==> src/hw/stream_params.svh <==
`ifndef STREAM_PARAMS_SVH
`define STREAM_PARAMS_SVH

// Width of one element on the element side.
`define STREAM_ELEM_WIDTH 16

// Elements carried by one AXI beat.
`define STREAM_NUM_ELEMS 4

// Full AXI data width, byte keep is this divided by eight.
`define STREAM_AXI_WIDTH (`STREAM_ELEM_WIDTH * `STREAM_NUM_ELEMS)

`endif

==> src/hw/stream_pkg.sv <==
`include "stream_params.svh"

package stream_pkg;

    // One element of the stream.
    typedef logic [`STREAM_ELEM_WIDTH-1:0] elem_t;

    // Operation applied to every kept element of a packet.
    typedef enum logic [1:0] {
        op_pass  = 2'd0, // Element unchanged.
        op_add   = 2'd1, // Wrapping add of the operand.
        op_xor   = 2'd2, // Bitwise xor with the operand.
        op_clamp = 2'd3  // Unsigned minimum with the operand.
    } op_e;

    // Decode stage position within a packet.
    typedef enum logic {
        st_header = 1'b0, // Waiting for a header beat.
        st_body   = 1'b1  // Passing data beats through.
    } dec_state_e;

endpackage

==> src/hw/ndata_if.sv <==
`timescale 1ns/1ps

`include "stream_params.svh"

// A word of elements with per-element keep and ready/valid handshake.
interface ndata_if;

    stream_pkg::elem_t [`STREAM_NUM_ELEMS-1:0] data;
    logic [`STREAM_NUM_ELEMS-1:0]              keep; // One bit per element.
    logic                                      last; // Final word of a packet.
    logic                                      valid;
    logic                                      ready;

    modport src (
        output data,
        output keep,
        output last,
        output valid,
        input  ready
    );

    modport dst (
        input  data,
        input  keep,
        input  last,
        input  valid,
        output ready
    );

endinterface

==> src/hw/header_decode.sv <==
`timescale 1ns/1ps

`include "stream_params.svh"

module header_decode (
    input  logic                               clk,
    input  logic                               rst_n,

    input  logic [`STREAM_AXI_WIDTH-1:0]       axis_tdata,
    input  logic [`STREAM_AXI_WIDTH/8-1:0]     axis_tkeep,
    input  logic                               axis_tlast,
    input  logic                               axis_tvalid,
    output logic                               axis_tready,

    ndata_if.src                               out,

    output stream_pkg::op_e                    op,
    output stream_pkg::elem_t                  operand
);

    localparam int ELEM_WIDTH = `STREAM_ELEM_WIDTH;
    localparam int NUM_ELEMS  = `STREAM_NUM_ELEMS;
    localparam int ELEM_BYTES = ELEM_WIDTH / 8;

    stream_pkg::dec_state_e state;

    logic in_header;
    logic hdr_accept;
    logic body_accept;

    assign in_header = (state == stream_pkg::st_header);

    // Header beats are always taken, body beats wait for downstream.
    assign axis_tready = in_header ? 1'b1 : out.ready;

    assign hdr_accept  = in_header && axis_tvalid;
    assign body_accept = !in_header && axis_tvalid && out.ready;

    // Unpack each data beat into elements.
    for (genvar i = 0; i < NUM_ELEMS; i++) begin : g_unpack
        assign out.data[i] = axis_tdata[i*ELEM_WIDTH +: ELEM_WIDTH];
        // Element keep comes from its lowest byte.
        assign out.keep[i] = axis_tkeep[i*ELEM_BYTES];
    end

    assign out.last  = axis_tlast;
    assign out.valid = !in_header && axis_tvalid; // Header never reaches the ALU.

    always_ff @(posedge clk) begin
        if (!rst_n) begin
            state   <= stream_pkg::st_header;
            op      <= stream_pkg::op_pass;
            operand <= '0;
        end else begin
            case (state)
                stream_pkg::st_header: begin
                    if (hdr_accept) begin
                        op      <= stream_pkg::op_e'(axis_tdata[1:0]); // Element 0, low bits.
                        operand <= axis_tdata[ELEM_WIDTH +: ELEM_WIDTH]; // Element 1.
                        // A header with last is an empty packet.
                        if (!axis_tlast) begin
                            state <= stream_pkg::st_body;
                        end
                    end
                end
                stream_pkg::st_body: begin
                    if (body_accept && axis_tlast) begin
                        state <= stream_pkg::st_header; // Packet done.
                    end
                end
                default: begin
                    state <= stream_pkg::st_header;
                end
            endcase
        end
    end

endmodule

==> src/hw/elem_alu.sv <==
`timescale 1ns/1ps

`include "stream_params.svh"

module elem_alu (
    input  logic              clk,
    input  logic              rst_n,

    ndata_if.dst              in,

    input  stream_pkg::op_e   op,
    input  stream_pkg::elem_t operand,

    ndata_if.src              out
);

    localparam int NUM_ELEMS = `STREAM_NUM_ELEMS;

    stream_pkg::elem_t [NUM_ELEMS-1:0] result;
    stream_pkg::elem_t [NUM_ELEMS-1:0] data_q;
    logic [NUM_ELEMS-1:0]              keep_q;
    logic                              last_q;
    logic                              valid_q;
    logic                              accept;

    function automatic stream_pkg::elem_t apply_op(
        input stream_pkg::op_e   code,
        input stream_pkg::elem_t a,
        input stream_pkg::elem_t b
    );
        stream_pkg::elem_t sum_v;
        stream_pkg::elem_t xor_v;
        stream_pkg::elem_t min_v;
        sum_v = a + b; // Wraps at element width.
        xor_v = a ^ b;
        min_v = (a < b) ? a : b; // Unsigned compare.
        unique case (code)
            stream_pkg::op_pass:  apply_op = a;
            stream_pkg::op_add:   apply_op = sum_v;
            stream_pkg::op_xor:   apply_op = xor_v;
            stream_pkg::op_clamp: apply_op = min_v;
        endcase
    endfunction

    // Dropped elements ride along untouched.
    for (genvar i = 0; i < NUM_ELEMS; i++) begin : g_elem
        assign result[i] = in.keep[i] ? apply_op(op, in.data[i], operand) : in.data[i];
    end

    // Take a new word when empty or when the held one leaves this cycle.
    assign in.ready = !valid_q || out.ready;
    assign accept   = in.valid && in.ready;

    always_ff @(posedge clk) begin
        if (!rst_n) begin
            valid_q <= 1'b0;
        end else if (accept) begin
            valid_q <= 1'b1;
        end else if (out.ready) begin
            valid_q <= 1'b0; // Drained with nothing behind it.
        end
    end

    always_ff @(posedge clk) begin
        if (accept) begin
            data_q <= result;
            keep_q <= in.keep;
            last_q <= in.last;
        end
    end

    assign out.data  = data_q;
    assign out.keep  = keep_q;
    assign out.last  = last_q;
    assign out.valid = valid_q;

endmodule

==> src/hw/elem_serializer.sv <==
`timescale 1ns/1ps

`include "stream_params.svh"

module elem_serializer (
    input  logic              clk,
    input  logic              rst_n,

    ndata_if.dst              in,

    output stream_pkg::elem_t elem_data,
    output logic              elem_keep,
    output logic              elem_last,
    output logic              elem_valid,
    input  logic              elem_ready
);

    localparam int NUM_ELEMS = `STREAM_NUM_ELEMS;
    localparam int CNT_WIDTH = $clog2(NUM_ELEMS);

    logic [CNT_WIDTH-1:0] counter;
    logic                 final_elem;
    logic                 beat_done;

    assign final_elem = (counter == CNT_WIDTH'(NUM_ELEMS - 1));
    assign beat_done  = in.valid && elem_ready;

    // Word is released only with its final element.
    assign in.ready = elem_ready && final_elem;

    always_ff @(posedge clk) begin
        if (!rst_n) begin
            counter <= '0;
        end else if (beat_done) begin
            if (final_elem) begin
                counter <= '0;
            end else begin
                counter <= counter + 1'b1;
            end
        end
    end

    // Pick the current element out of the held word.
    assign elem_data  = in.data[counter];
    assign elem_keep  = in.keep[counter];
    assign elem_last  = in.last && final_elem; // Last element of the packet only.
    assign elem_valid = in.valid;

endmodule

==> src/hw/stream_top.sv <==
`timescale 1ns/1ps

`include "stream_params.svh"

module stream_top (
    input  logic                           clk,
    input  logic                           rst_n,

    // AXI input with header beats.
    input  logic [`STREAM_AXI_WIDTH-1:0]   axis_tdata,
    input  logic [`STREAM_AXI_WIDTH/8-1:0] axis_tkeep,
    input  logic                           axis_tlast,
    input  logic                           axis_tvalid,
    output logic                           axis_tready,

    // One element per beat.
    output logic [`STREAM_ELEM_WIDTH-1:0]  elem_data,
    output logic                           elem_keep,
    output logic                           elem_last,
    output logic                           elem_valid,
    input  logic                           elem_ready
);

    ndata_if dec_if ();
    ndata_if alu_if ();

    stream_pkg::op_e   op;
    stream_pkg::elem_t operand;

    header_decode dec_i (
        .clk         (clk),
        .rst_n       (rst_n),
        .axis_tdata  (axis_tdata),
        .axis_tkeep  (axis_tkeep),
        .axis_tlast  (axis_tlast),
        .axis_tvalid (axis_tvalid),
        .axis_tready (axis_tready),
        .out         (dec_if.src),
        .op          (op),
        .operand     (operand)
    );

    elem_alu alu_i (
        .clk     (clk),
        .rst_n   (rst_n),
        .in      (dec_if.dst),
        .op      (op),
        .operand (operand),
        .out     (alu_if.src)
    );

    elem_serializer ser_i (
        .clk        (clk),
        .rst_n      (rst_n),
        .in         (alu_if.dst),
        .elem_data  (elem_data),
        .elem_keep  (elem_keep),
        .elem_last  (elem_last),
        .elem_valid (elem_valid),
        .elem_ready (elem_ready)
    );

endmodule

==> config.mk <==
export PLATFORM = sky130hd
export DESIGN_NAME = stream_top
export DESIGN_NICKNAME = d
export VERILOG_FILES = /design/src/hw/stream_pkg.sv /design/src/hw/ndata_if.sv /design/src/hw/header_decode.sv /design/src/hw/elem_alu.sv /design/src/hw/elem_serializer.sv /design/src/hw/stream_top.sv
export VERILOG_INCLUDE_DIRS = /design/src /design/src/hw
export SDC_FILE = /design/constraint.sdc
export NUM_CORES = 1
export LEC_CHECK = 0
export BUFFER_PORTS_ARGS = -buffer_cell sky130_fd_sc_hd__buf_2
export CAP_MARGIN = 20
export CORE_AREA = 2 2 193 195
export CTS_CLUSTER_SIZE = 24
export DETAILED_ROUTE_END_ITERATION = 7
export DIE_AREA = 0 0 195 197
export HOLD_SLACK_MARGIN = 0.03
export MAX_ROUTING_LAYER = met4
export PLACE_DENSITY = 0.55
export SKIP_CTS_REPAIR_TIMING = 1
export SLEW_MARGIN = 5
export SYNTH_ARGS = -nofsm -noshare
export SYNTH_HDL_FRONTEND = slang
export SYNTH_HIERARCHICAL = 1
export SYNTH_SLANG_ARGS = --single-unit
==> constraint.sdc <==
create_clock -name clk -period 6.6 [get_ports clk]
set_clock_uncertainty 0.2 [all_clocks]
set_input_delay 0 -clock clk [delete_from_list [all_inputs] [get_ports clk]]
set_output_delay 0 -clock clk [all_outputs]
set_load 0.02 [all_outputs]
==> reports/qor.txt <==
Outcome: finished, violations left
Failing checks: negative hold slack
Pwr/cell area: 159 nW/um^2
Max H-tree Level: 3
First-pass detailed-route iteration total: 6
Rows: 70
Max Transition Viols Final: 0
Post-route minimum period: 4.00 ns
Slew HR: 36.1%
Number of remaining DRC errors: 0
Root Driver: clkbuf_16
WHS: -0.0103 ns
Cells on worst reg2reg path: 10
Hold crit path type: in2reg
Reg2reg setup slack: 2.60 ns
Fill cells: 3796
Fin worst setup slack: 2.60 ns
First-pass GRT wire length: 56700 um
Vias: 10500
Slowest-stage cell, CP: dfxtp_1
Least-Margin Pin Slew: 0.957 ns
I/O Buffers: 92
R2R Path End: alu_i/out.data[59]
CP Buf/Inv Count: 2
Clock group share of total power: 29.6%
Final ANT Viol Nets: 0
Critical path capture point type: register
Worst hold start: rst_n
Detailed Route WL: 37500 um
Die height: 197 um
Crit path max-delay family: compound AO/OA/AOI/OAI gates
Sw power: 0.000731 W
Core area: 36300 um^2
Sequential share of the synthesized area: 22.6%
Setup violators final: 0
Unrepaired setup endpoints after global routing: no
Setup CP Type: reg2reg
Num CTS Buffers: 9
VDD IR max: 135 uV
Hold path depth: 2
Initial DRC count: 894
Vias in the first global route: 9791
Grt ovf: 0
CP Cell Sequence: inv_1 -> ha_1 -> nor2_1 -> o211ai_1 -> a211oi_2 -> a21oi_1 -> o211ai_1 -> a21oi_1 -> o21a_1 -> dlygate4sd3_1
Hold EP: ser_i/counter[1]
Sequential Area: 2510 um^2
Area Overhead vs Synth: 13.5%
Mean post-synth cell area: 8.32 um^2
Yosys reg bits: 91
Via density per instance: 5.62
Flop pwr share: 33.6%
Maximum clock rate: 250 MHz
Nets: 1604
Leakage: 4.97 nW
Cell area after synthesis: 11100 um^2
Ys async rst share: 0%
Starting Density: 30.7%
Antenna violations before repair: 0
Sw Share: 36.5%
Syn nets: 1544
Worst path max stage delay: 0.61 ns
TNS Setup: 0 ns
Wire length per cell: 20.0 um
IO Pins: 97
Commonest non-fill, non-tap cell in the layout: o21ai_0
Main flop type after synthesis: edfxtp_1
Place WS: 2.98 ns
Post-synth EDFFs: 69
MaxCap Viol Count: 0
Placed Area: 11400 um^2
Largest net degree at the start of global routing: 70
Int Power: 0.00127 W
CTS sink cnt: 91
Final core utilization: 34.8%
HPWL after detailed placement: 28600 um
Chip width: 195 um
Die area: 38400 um^2
WP data required: 6.52 ns
Worst R2R Start: dec_i/operand[3]
Ant. Diodes: 0
Clock-pin slew on the worst setup and hold paths: 0.08 ns
CP max FO: 9
CTS tree: yes
Syn. warnings: 6
Finished Cell Area: 12600 um^2
Total track usage: 19.6%
Final Hold Violating Endpoints: 2
CP Launch Type: register
Synth cell types: 80
CP Data Arrival Time: 3.92 ns
Fin crit share: 60.6%
Routability Congestion: 0.940
Skew-Pair Late Insertion Delay: 0.37 ns
Area occupied by multi-input gates: 7400 um^2
Combinational power share: 36.8%
Most frequent cells in the layout: o21ai_0, ha_1, a21oi_1
Clk buf depth: 2
Cells after Synth: 1338
Layout cell share with drive strength beyond 1: 12.0%
[layout make-up]
class / instances / area share [%]
Timing Repair Buffer: 205 / 12.2
Multi-Input combinational cell: 1020 / 58.6
Clock inverter: 7 / 0.782
Inverter: 71 / 2.11
Tap cell: 468 / 4.64
Clock buffer: 9 / 1.78
Sequential cell: 91 / 19.9
[worst max-delay path by stage]
| stage | cells past startpoint | from | slack, ns | end |
|---|---|---|---|---|
| 4_1_cts | 9 | dec_i/operand[13] | 2.95 | alu_i/out.data[29] |
| 3_5_place_dp | 9 | dec_i/operand[13] | 2.98 | alu_i/out.data[29] |
| 3_3_place_gp | 9 | dec_i/operand[13] | 3.00 | alu_i/out.data[29] |
| 2_1_floorplan | 4 | ser_i/counter[0] | 3.60 | alu_i/out.data[0] |
| 6_report | 10 | dec_i/operand[3] | 2.60 | alu_i/out.data[59] |
| 5_1_grt | 10 | dec_i/operand[3] | 2.34 | alu_i/out.data[59] |
[routing by layer]
metal / wire, um / track usage [%]
met5: 0 / -
met4: 1400 / 7.69
met3: 1600 / 1.76
met2: 17800 / 32.7
met1: 16700 / 24.6
[synth_stat cells (all sizes together), types with 14 or more instances]
cell,instances,area (um^2)
a21oi,114,571
nand3,30,150
dfxtp,22,440
a211oi,15,123
nor3,15,75.1
o21a,26,195
edfxtp,69,2070
nand2b,15,93.8
o21ai,137,686
o21bai,19,143
mux2i,33,330
o211ai,28,215
inv,71,267
buf,104,757
and2,14,90.1
nor2,82,308
nor2b,30,195
mux4,17,417
xnor2,20,175
nand2,90,338
clkbuf,52,196
ha,125,1560
[cells by family (layout without fill, tap and decap cells)]
kind of cell / count (synthesis) / in the layout / synth area share, %
XOR/XNOR: 23 / 23 / 1.81
flip-flops: 91 / 91 / 22.6
AO/OA/AOI/OAI: 477 / 477 / 27.8
AND/OR/NAND/NOR: 340 / 340 / 15.3
multiplexers: 51 / 51 / 6.81
adder cells (fa/ha/maj): 129 / 129 / 14.8
buffers and inverters: 227 / 292 / 11.0
[power groups by stage]
stage                     Combinational [W]  Clock (W)  Sequential, W
after floorplan                    0.000526          0       0.000675
after global placement             0.000669          0       0.000684
after detailed placement           0.000679          0       0.000684
after CTS                          0.000682   0.000600       0.000672
after global routing               0.000812   0.000623       0.000675
final                              0.000738   0.000593       0.000673
[registers in the layout, indices dropped and copies added (netlist names)]
| signal | count |
|---|---|
| alu_i/out.keep | 4 |
| dec_i/operand | 16 |
| alu_i/out.data | 64 |
| dec_i/state | 1 |
| ser_i/counter | 2 |
| dec_i/op | 2 |
| alu_i/out.last | 1 |
| alu_i/out.valid | 1 |
[metrics by stage]
| stage | instances | total power, W |
|---|---|---|
| 6_report | 1871 | 0.00200 |
| 5_1_grt | 1871 | 0.00211 |
| 4_1_cts | 1779 | 0.00195 |
| 3_5_place_dp | 1763 | 0.00136 |
| 3_3_place_gp | 1763 | 0.00135 |
| 2_1_floorplan | 1338 | 0.00120 |
(Power assumes the default switching activity.)
